==> src/rtl/pager_pkg.sv <==
// shared widths, port addresses, reset pages and the xxF7 data layout; imported by every pager block
package pager_pkg;

	// page and address geometry
	localparam int page_w       = 8;                  // one page selects 16 KB of a 4 MB space
	localparam int win_offset_w = 14;                 // offset inside a 16 KB window
	localparam int phys_addr_w  = page_w + win_offset_w; // 22-bit physical address

	// fixed pages
	localparam logic [page_w-1:0] nmi_page  = 8'hFF; // last RAM page, window 0 during NMI
	localparam logic [page_w-1:0] off_page  = 8'hFF; // service ROM page, pager off
	localparam logic [page_w-1:0] ram0_page = 8'h00; // RAM0 forced into window 0
	localparam logic [page_w-1:0] rst_page  = 8'h00; // stored and output page after reset

	// DOS entry and Z80 clock stall
	localparam logic [7:0] dos_fetch_hi = 8'h3D;      // opcode fetch at 3Dxx turns DOS on
	localparam int         stall_cycles = 4;          // fclk cycles of zclk_stall
	localparam int         stall_cnt_w  = $clog2(stall_cycles);

	// I/O port addresses
	localparam logic [7:0]  port_f7_lo = 8'hF7;       // xxF7 ATM ports, window in a15..a14
	localparam logic [15:0] port_7ffd  = 16'h7FFD;    // pent1m memory port

	// data byte of an xxF7 write
	// a11=1 selects the 1 MB view, a11=0 the 4 MB RAM view
	typedef union packed
	{
		struct packed
		{
			logic       dos_7ffd;  // let 7FFD bits (ram) or dos (rom) replace low page bits
			logic       ram_n_rom; // 1 = window holds RAM
			logic [5:0] page;      // page inside the 1 MB area
		} mb1;
		logic [page_w-1:0] mb4;    // full RAM page, always RAM
	} atm_port_data_t;

	// pages are kept complemented, as the ATM hardware writes them

endpackage : pager_pkg

==> src/rtl/zbus_if.sv <==
// Z80 bus bundle with fclk-phase strobes; io side for port logic, fetch side for DOS tracking
`timescale 1ns/1ns

interface zbus_if;

	logic [15:0] za;     // address bus
	logic [7:0]  zd;     // data bus, only written data used here
	logic        mreq_n; // memory request
	logic        iorq_n; // I/O request
	logic        rd_n;   // read strobe
	logic        wr_n;   // write strobe
	logic        m1_n;   // opcode fetch cycle
	logic        zpos;   // fclk cycle before Z80 clock rising edge
	logic        zneg;   // fclk cycle before Z80 clock falling edge

	// port write decode and page register loading
	modport io
	(
		input za, zd, iorq_n, wr_n, zpos
	);

	// opcode fetch tracking for DOS on/off
	modport fetch
	(
		input za, mreq_n, rd_n, m1_n, zpos, zneg
	);

endinterface : zbus_if

==> src/rtl/port_decoder.sv <==
// Z80 I/O write decoder; holds the pent1m 7FFD bits and issues the one-cycle xxF7 write strobe
`timescale 1ns/1ns

module port_decoder
(
	input  logic                     fclk,
	input  logic                     arst_n,
	zbus_if.io                       bus,
	output logic                     f7_wr,     // one fclk pulse per xxF7 write
	output logic [1:0]               f7_window, // target window, a15..a14 of the port
	output pager_pkg::atm_port_data_t f7_data,  // latched data byte
	output logic                     rom_sel,   // 7FFD d4, picks page bank
	output logic [5:0]               pent_page  // 7FFD pent1m page bits
);
	import pager_pkg::*;

	logic iow;      // I/O write active now
	logic iow_prev; // same, at previous zpos
	logic iow_stb;  // first zpos of a write cycle
	logic hit_f7;
	logic hit_7ffd;

	assign iow = !bus.iorq_n && !bus.wr_n;

	// one strobe per cycle, even though iorq/wr stay low for several zpos
	assign iow_stb = bus.zpos && iow && !iow_prev;

	assign hit_f7   = (bus.za[7:0] == port_f7_lo); // xxF7, any high byte
	assign hit_7ffd = (bus.za == port_7ffd);       // full 16-bit compare

	always_ff @(posedge fclk or negedge arst_n)
		if (!arst_n)
			iow_prev <= 1'b0;
		else if (bus.zpos)
			iow_prev <= iow;

	// strobe is registered, so it is high for exactly the fclk after the zpos edge
	always_ff @(posedge fclk or negedge arst_n)
		if (!arst_n)
			f7_wr <= 1'b0;
		else
			f7_wr <= iow_stb && hit_f7;

	// window and data ride with the strobe
	always_ff @(posedge fclk)
		if (iow_stb && hit_f7)
		begin
			f7_window <= bus.za[15:14];
			f7_data   <= bus.zd; // decoded later by view, see window_pager
		end

	// 7FFD register
	always_ff @(posedge fclk or negedge arst_n)
		if (!arst_n)
		begin
			rom_sel   <= 1'b0;
			pent_page <= 6'd0;
		end
		else if (iow_stb && hit_7ffd)
		begin
			rom_sel   <= bus.zd[4];
			// pentagon 1024 page order: d5, d7, d6, d2..d0
			pent_page <= {bus.zd[5], bus.zd[7:6], bus.zd[2:0]};
		end

endmodule : port_decoder

==> src/rtl/window_pager.sv <==
// page registers for the four 16 KB windows; produces the registered page and rom flag per window
`timescale 1ns/1ns

module window_pager
(
	input  logic                                 fclk,
	input  logic                                 arst_n,
	zbus_if.io                                   bus,       // a11 picks the xxF7 data view
	input  logic                                 f7_wr,
	input  logic [1:0]                           f7_window,
	input  pager_pkg::atm_port_data_t            f7_data,
	input  logic                                 rom_sel,   // bank of page registers in use
	input  logic [5:0]                           pent_page,
	input  logic                                 dos,
	input  logic                                 pager_off, // service ROM everywhere
	input  logic                                 in_nmi,
	input  logic                                 ram0_0,    // pent1m RAM0 in window 0
	output logic [3:0][pager_pkg::page_w-1:0]    win_page,
	output logic [3:0]                           win_romnram // 1 = ROM
);
	import pager_pkg::*;

	// two banks per window, bank chosen by rom_sel
	logic [3:0][1:0][page_w-1:0] pages;    // stored complemented
	logic [3:0][1:0]             ramnrom;  // 1 = RAM
	logic [3:0][1:0]             dos_7ffd; // 7FFD/dos substitution enable

	// active bank of each window
	logic [3:0][page_w-1:0] cur_page;
	logic [3:0]             cur_ram;
	logic [3:0]             cur_dos7;

	// xxF7 writes, only the bank selected right now is touched
	always_ff @(posedge fclk or negedge arst_n)
		if (!arst_n)
		begin
			pages    <= {8{rst_page}};
			ramnrom  <= '0; // all windows ROM
			dos_7ffd <= '0;
		end
		else if (f7_wr)
		begin
			if (bus.za[11])
			begin // 1 MB format, keeps top two bits at 00 after complement
				pages[f7_window][rom_sel]    <= ~{2'b11, f7_data.mb1.page};
				ramnrom[f7_window][rom_sel]  <= f7_data.mb1.ram_n_rom;
				dos_7ffd[f7_window][rom_sel] <= f7_data.mb1.dos_7ffd;
			end
			else
			begin // 4 MB format, always RAM
				pages[f7_window][rom_sel]   <= ~f7_data.mb4;
				ramnrom[f7_window][rom_sel] <= 1'b1;
				// dos_7ffd left alone so 7FFD mapping works over all 4 MB
			end
		end

	always_comb
		for (int w = 0; w < 4; w++)
		begin
			cur_page[w] = pages[w][rom_sel];
			cur_ram[w]  = ramnrom[w][rom_sel];
			cur_dos7[w] = dos_7ffd[w][rom_sel];
		end

	// resolved page per window, priority top to bottom
	always_ff @(posedge fclk or negedge arst_n)
		if (!arst_n)
		begin
			win_page    <= {4{rst_page}};
			win_romnram <= '1;
		end
		else
		begin
			for (int w = 0; w < 4; w++)
			begin
				if (pager_off)
				begin
					win_romnram[w] <= 1'b1;
					win_page[w]    <= off_page;
				end
				else if (w == 0 && in_nmi) // nmi beats ram0
				begin
					win_romnram[w] <= 1'b0;
					win_page[w]    <= nmi_page;
				end
				else if (w == 0 && ram0_0)
				begin
					win_romnram[w] <= 1'b0;
					win_page[w]    <= ram0_page;
				end
				else
				begin
					win_romnram[w] <= ~cur_ram[w];
					if (cur_dos7[w] && cur_ram[w])
						win_page[w] <= {cur_page[w][7:6], pent_page}; // 1 MB from 7FFD
					else if (cur_dos7[w])
						win_page[w] <= {cur_page[w][7:1], dos};       // basic/dos rom pair
					else
						win_page[w] <= cur_page[w];
				end
			end
		end

endmodule : window_pager

==> src/rtl/dos_tracker.sv <==
// DOS state from Z80 opcode fetches; stalls the Z80 clock while the DOS ROM comes in
`timescale 1ns/1ns

module dos_tracker
(
	input  logic  fclk,
	input  logic  arst_n,
	zbus_if.fetch bus,
	input  logic  rom_sel,   // 7FFD d4, dos entry only from basic48 rom
	output logic  dos,
	output logic  zclk_stall
);
	import pager_pkg::*;

	logic                   m1_n_reg;   // m1_n at last zpos
	logic                   mreq_n_reg; // mreq_n at last zneg
	logic                   fetch_stb;  // falling mreq of an opcode fetch
	logic                   dos_on;
	logic                   dos_off;
	logic [stall_cnt_w-1:0] stall_cnt;  // cycles of stall left after the strobe

	always_ff @(posedge fclk or negedge arst_n)
		if (!arst_n)
			m1_n_reg <= 1'b1;
		else if (bus.zpos)
			m1_n_reg <= bus.m1_n;

	always_ff @(posedge fclk or negedge arst_n)
		if (!arst_n)
			mreq_n_reg <= 1'b1;
		else if (bus.zneg)
			mreq_n_reg <= bus.mreq_n;

	// refresh has m1 high and rd high, so only the real fetch passes
	assign fetch_stb = bus.zneg && !m1_n_reg && !bus.rd_n && !bus.mreq_n && mreq_n_reg;

	assign dos_on  = fetch_stb && (bus.za[15:8] == dos_fetch_hi) && rom_sel;
	assign dos_off = fetch_stb && (bus.za[15:14] != 2'b00); // any fetch from 4000h up

	always_ff @(posedge fclk or negedge arst_n)
		if (!arst_n)
			dos <= 1'b0;
		else if (dos_on)
			dos <= 1'b1;
		else if (dos_off)
			dos <= 1'b0;

	// strobe cycle plus stall_cycles-1 counted ones
	always_ff @(posedge fclk or negedge arst_n)
		if (!arst_n)
			stall_cnt <= '0;
		else if (dos_on)
			stall_cnt <= stall_cnt_w'(stall_cycles - 1);
		else if (stall_cnt != '0)
			stall_cnt <= stall_cnt - 1'b1;

	assign zclk_stall = dos_on || (stall_cnt != '0); // rom needs time for the new data

endmodule : dos_tracker

==> src/rtl/mem_addr_mux.sv <==
// picks the page of the window addressed now and builds the 22-bit memory address and rom select
`timescale 1ns/1ns

module mem_addr_mux
(
	input  logic [3:0][pager_pkg::page_w-1:0]   win_page,
	input  logic [3:0]                          win_romnram,
	input  logic [1:0]                          za_hi,   // window number
	input  logic [pager_pkg::win_offset_w-1:0]  za_lo,   // offset in window
	output logic [pager_pkg::phys_addr_w-1:0]   mem_addr,
	output logic                                mem_romnram // 1 = ROM chip
);
	import pager_pkg::*;

	logic [page_w-1:0] cur_page; // page of addressed window

	// purely combinational, follows za within the cycle
	always_comb
	begin
		cur_page    = win_page[za_hi];
		mem_romnram = win_romnram[za_hi];
	end

	// page on top, offset below
	assign mem_addr = {cur_page, za_lo};

endmodule : mem_addr_mux

==> src/rtl/mem_pager_top.sv <==
// pager top level with plain Z80 bus ports; wires decoder, window pager, DOS tracker and address mux
`timescale 1ns/1ns

module mem_pager_top
(
	input  logic                              fclk,
	input  logic                              arst_n,
	input  logic                              zpos,
	input  logic                              zneg,
	input  logic [15:0]                       za,
	input  logic [7:0]                        zd,
	input  logic                              mreq_n,
	input  logic                              iorq_n,
	input  logic                              rd_n,
	input  logic                              wr_n,
	input  logic                              m1_n,
	input  logic                              pager_off,
	input  logic                              in_nmi,
	input  logic                              ram0_0,
	output logic [pager_pkg::phys_addr_w-1:0] mem_addr,
	output logic                              mem_romnram,
	output logic                              dos,
	output logic                              zclk_stall
);
	import pager_pkg::*;

	zbus_if bus();

	logic                   f7_wr;
	logic [1:0]             f7_window;
	atm_port_data_t         f7_data;
	logic                   rom_sel;
	logic [5:0]             pent_page;
	logic [3:0][page_w-1:0] win_page;
	logic [3:0]             win_romnram;

	// bus bundle from the top ports
	assign bus.za     = za;
	assign bus.zd     = zd;
	assign bus.mreq_n = mreq_n;
	assign bus.iorq_n = iorq_n;
	assign bus.rd_n   = rd_n;
	assign bus.wr_n   = wr_n;
	assign bus.m1_n   = m1_n;
	assign bus.zpos   = zpos;
	assign bus.zneg   = zneg;

	port_decoder u_port_decoder
	(
		.fclk(fclk), .arst_n(arst_n), .bus(bus),
		.f7_wr(f7_wr), .f7_window(f7_window), .f7_data(f7_data),
		.rom_sel(rom_sel), .pent_page(pent_page)
	);

	window_pager u_window_pager
	(
		.fclk(fclk), .arst_n(arst_n), .bus(bus),
		.f7_wr(f7_wr), .f7_window(f7_window), .f7_data(f7_data),
		.rom_sel(rom_sel), .pent_page(pent_page), .dos(dos),
		.pager_off(pager_off), .in_nmi(in_nmi), .ram0_0(ram0_0),
		.win_page(win_page), .win_romnram(win_romnram)
	);

	dos_tracker u_dos_tracker
	(
		.fclk(fclk), .arst_n(arst_n), .bus(bus), .rom_sel(rom_sel),
		.dos(dos), .zclk_stall(zclk_stall)
	);

	mem_addr_mux u_mem_addr_mux
	(
		.win_page(win_page), .win_romnram(win_romnram),
		.za_hi(za[15:14]), .za_lo(za[win_offset_w-1:0]),
		.mem_addr(mem_addr), .mem_romnram(mem_romnram)
	);

endmodule : mem_pager_top

==> config.mk <==
export PLATFORM = sky130hd
export DESIGN_NAME = mem_pager_top
export DESIGN_NICKNAME = d
export VERILOG_FILES = /design/src/rtl/pager_pkg.sv /design/src/rtl/zbus_if.sv /design/src/rtl/port_decoder.sv /design/src/rtl/window_pager.sv /design/src/rtl/dos_tracker.sv /design/src/rtl/mem_addr_mux.sv /design/src/rtl/mem_pager_top.sv
export SDC_FILE = /design/constraint.sdc
export NUM_CORES = 1
export LEC_CHECK = 0
export ABC_AREA = 1
export BUFFER_PORTS_ARGS = -buffer_cell sky130_fd_sc_hd__buf_2
export CORE_MARGIN = 4
export CORE_UTILIZATION = 50
export CTS_CLUSTER_SIZE = 24
export DETAILED_ROUTE_END_ITERATION = 16
export GPL_ROUTABILITY_DRIVEN = 0
export GPL_TIMING_DRIVEN = 0
export MAX_ROUTING_LAYER = met4
export PLACE_DENSITY = 0.69
export SLEW_MARGIN = 5
export SYNTH_ARGS = -nofsm -noshare
export SYNTH_HDL_FRONTEND = slang
export SYNTH_SLANG_ARGS = --single-unit
==> constraint.sdc <==
create_clock -name fclk -period 3.6 [get_ports fclk]
set_clock_uncertainty 0.2 [all_clocks]
set_input_delay 0.18 -clock fclk [delete_from_list [all_inputs] [get_ports fclk]]
set_output_delay 0.18 -clock fclk [all_outputs]
set_load 0.1 [all_outputs]
==> flow_summary.ini <==
[power_and_ir_drop]
vdd_ir_drop_max_v = 0.000382
p_per_area_nw_per_um2 = 476
power_leakage_nw = 3.58

[critical_path]
critical_path.slowest_cell = dlygate4sd3_1
slowest_delay_ns = 0.53
cp_max_fo = 10
critical_path_required_ns = 3.22
path_common_cell = buf_2
rr_worst_depth = 7
end_kind = output port
crit_family = buffers and inverters
arrival_ns = 2.33
critPathKind = in2out
path_buf_inv = 6
cp_cell_sequence = dlygate4sd3_1 > buf_2 > buf_2 > inv_1 > buf_2 > nand2_1 > nor3_1 > nand3_1 > nand2_1 > buf_2
start_kind = input pin
crit_cells = 10

[floorplanning]
rows = 40
die_y_um = 120
core-area_um2 = 12100
start_util = 0.515
ios = 61
dieArea_um2 = 14300
die_w_um = 120

[timing]
slew_headroom = 0.564
drv_slew = 0
max_freq_ghz = 0.369
whs_ns = 0.0545
worst_pin_slew_ns = 0.651
period_needed_ns = 2.71
min_period_over_period = 0.753
fin_tns_setup_ns = 0
hold_viol = 0
rsz0062_at_grt = false
setup_viol = 0

[drt]
vias = 5299
drc_errors = 0
met3_length_um = 882
wl_met2_um = 7530
ant_nets = 0
drt-initial-drc-count = 519
highest_layer = met4
post_drt_wl_per_cell_um = 16.2
routed_wl_um = 16200
dr.pass1.iters = 5
via_per_inst = 5.30
met1_length_um = 7500

[clock_tree]
cts.sinks = 140
cts_buffer_depth = 2
h-tree-depth = 4
cts_resized = 0
clk_pin_slew_ns = 0.05
tritoncts = done
clock_latency_ns = 0.42
cts_buffers = 17
root_buffer = clkbuf_16

[synth]
syn_nets = 753
syn_inst = 716
synth_edf_count = 10
synthFlopType = dfrtp_1
syn_area_um2 = 6240
yosysUniqueCellTypes = 35
ys_ff_latch = 140
async_flop_share = 0.929
syn_area_per_cell_um2 = 8.72
yosysSeqAreaShare = 0.570
yosysWarningCount = 0

[global_route]
grt_max_degree = 103
grt_pass1_wl_um = 26500
globalRouteTotalUtil = 0.248
grt.overflow.total = 0
grt_pass1_vias = 5052
antenna_found_initial = 0

[finish]
fin_nets = 855
register_area_um2 = 3560
drive_gt1_frac = 0.199
multi_input_area_um2 = 2250
mostFrequentLayoutCell = nand2_1
syn_to_final_growth_pct = 21.4
mostFrequentLayoutCells = 220 x nand2_1, 124 x dfrtp_1, 76 x buf_2, 58 x o21ai_1
fillers = 1061
antennaDiodeCount = 0

[placed_design]
dp_hpwl_um = 11700
io_buffers = 59

[job]
maxCapViolations = 0

[worst_hold_path]
holdPathStages = 5
hp-class = in2reg

[status]
status = finished clean
Yosys cell counts (4+ instances only):
master,instances,area share
nand3_1,46,0.037
dfstp_2,6,0.025
nor2_2,6,0.0060
inv_1,37,0.022
or2_2,6,0.0060
o211ai_1,22,0.026
buf_4,16,0.019
o21ai_0,32,0.026
o21ai_1,58,0.047
edfxtp_1,10,0.048
buf_2,18,0.014
clkbuf_1,6,0.0036
nor2_1,46,0.028
or2_0,4,0.0040
inv_2,13,0.0078
dfrtp_1,124,0.50
nand2_2,5,0.0050
a21oi_1,12,0.0096
nand2_1,220,0.13
nand3b_1,5,0.0060
final cells by class:
| class | instances | share of cell area |
|---|---|---|
| Tap cell | 168 | 0.0277 |
| Sequential cell | 140 | 0.470 |
| Clock buffer | 25 | 0.0667 |
| Inverter | 50 | 0.0248 |
| Multi-Input combinational cell | 484 | 0.296 |
| Timing Repair Buffer | 83 | 0.0738 |
| Buffer | 42 | 0.0327 |
| Clock inverter | 7 | 0.00825 |
report_power, final:
part | internal (mW) | switching [mW] | total, mW
combinational | 0.0841 | 0.247 | 0.331
clock | 1.03 | 0.621 | 1.66
sequential | 1.62 | 0.00771 | 1.62
total | 2.73 | 0.875 | 3.61
stage by stage:
stage / setup slack, ns / std cells / utilization / power (mW) / area [µm²]
CTS: 0.878 / 999 / 0.626 / 3.64 / 7580
detailed placement: 1.44 / 944 / 0.560 / 1.96 / 6780
global placement: 0.526 / 943 / 0.557 / 1.95 / 6750
global route: 0.703 / 999 / 0.626 / 3.73 / 7580
finish: 0.890 / 999 / 0.626 / 3.61 / 7580
floorplan: 0.985 / 716 / - / 1.86 / 6240
kinds of logic (layout without fill, tap and decap cells):
logic type / after synthesis / count (layout) / synth area share
multiplexers: 1 / 1 / 0.00180
AND/OR/NAND/NOR: 349 / 349 / 0.238
buffers and inverters: 92 / 207 / 0.0698
adder cells (fa/ha/maj): 1 / 1 / 0.00200
flip-flops: 140 / 140 / 0.570
AO/OA/AOI/OAI: 133 / 133 / 0.118
worst reg2reg max path, stage by stage (launching register included):
cell	delay, ns
dfrtp_1	0.31
buf_2	0.20
inv_2	0.08
buf_6	0.15
nand2_1	0.07
nand2_2	0.12
o31ai_1	0.28
dlygate4sd3_1	0.61
routing by layer:
metal | up-vias | track usage
met5 | - | -
met4 | 0 | 0.0809
met3 | 32 | 0.0631
met2 | 169 | 0.372
met1 | 2560 | 0.334
li1 | 2538 | -
what timing repair did:
action	in CTS	in global routing
hold endpoints to repair	156	0
hold buffers	23	0
buffers inserted	0	0
worst paths after layout:
kind	from	endpoint	slack (ns)
worst max-delay path	za[15]	zclk_stall	0.89
worst min-delay path	za[8]	u_dos_tracker.stall_cnt[1]$_DFFE_PN0P_	0.05
worst max register to register	u_port_decoder.rom_sel$_DFFE_PN0P_	u_window_pager.win_romnram[0]$_DFF_PN1_	1.52
worst min register to register	u_port_decoder.pent_page[0]$_DFFE_PN0P_	u_port_decoder.pent_page[0]$_DFFE_PN0P_	0.29
max in group asynchronous	arst_n	u_window_pager.pages[22]$_DFFE_PN0P_	1.74
min in group asynchronous	arst_n	u_window_pager.pages[54]$_DFFE_PN0P_	0.53
Power figures use the tool's default switching activity.
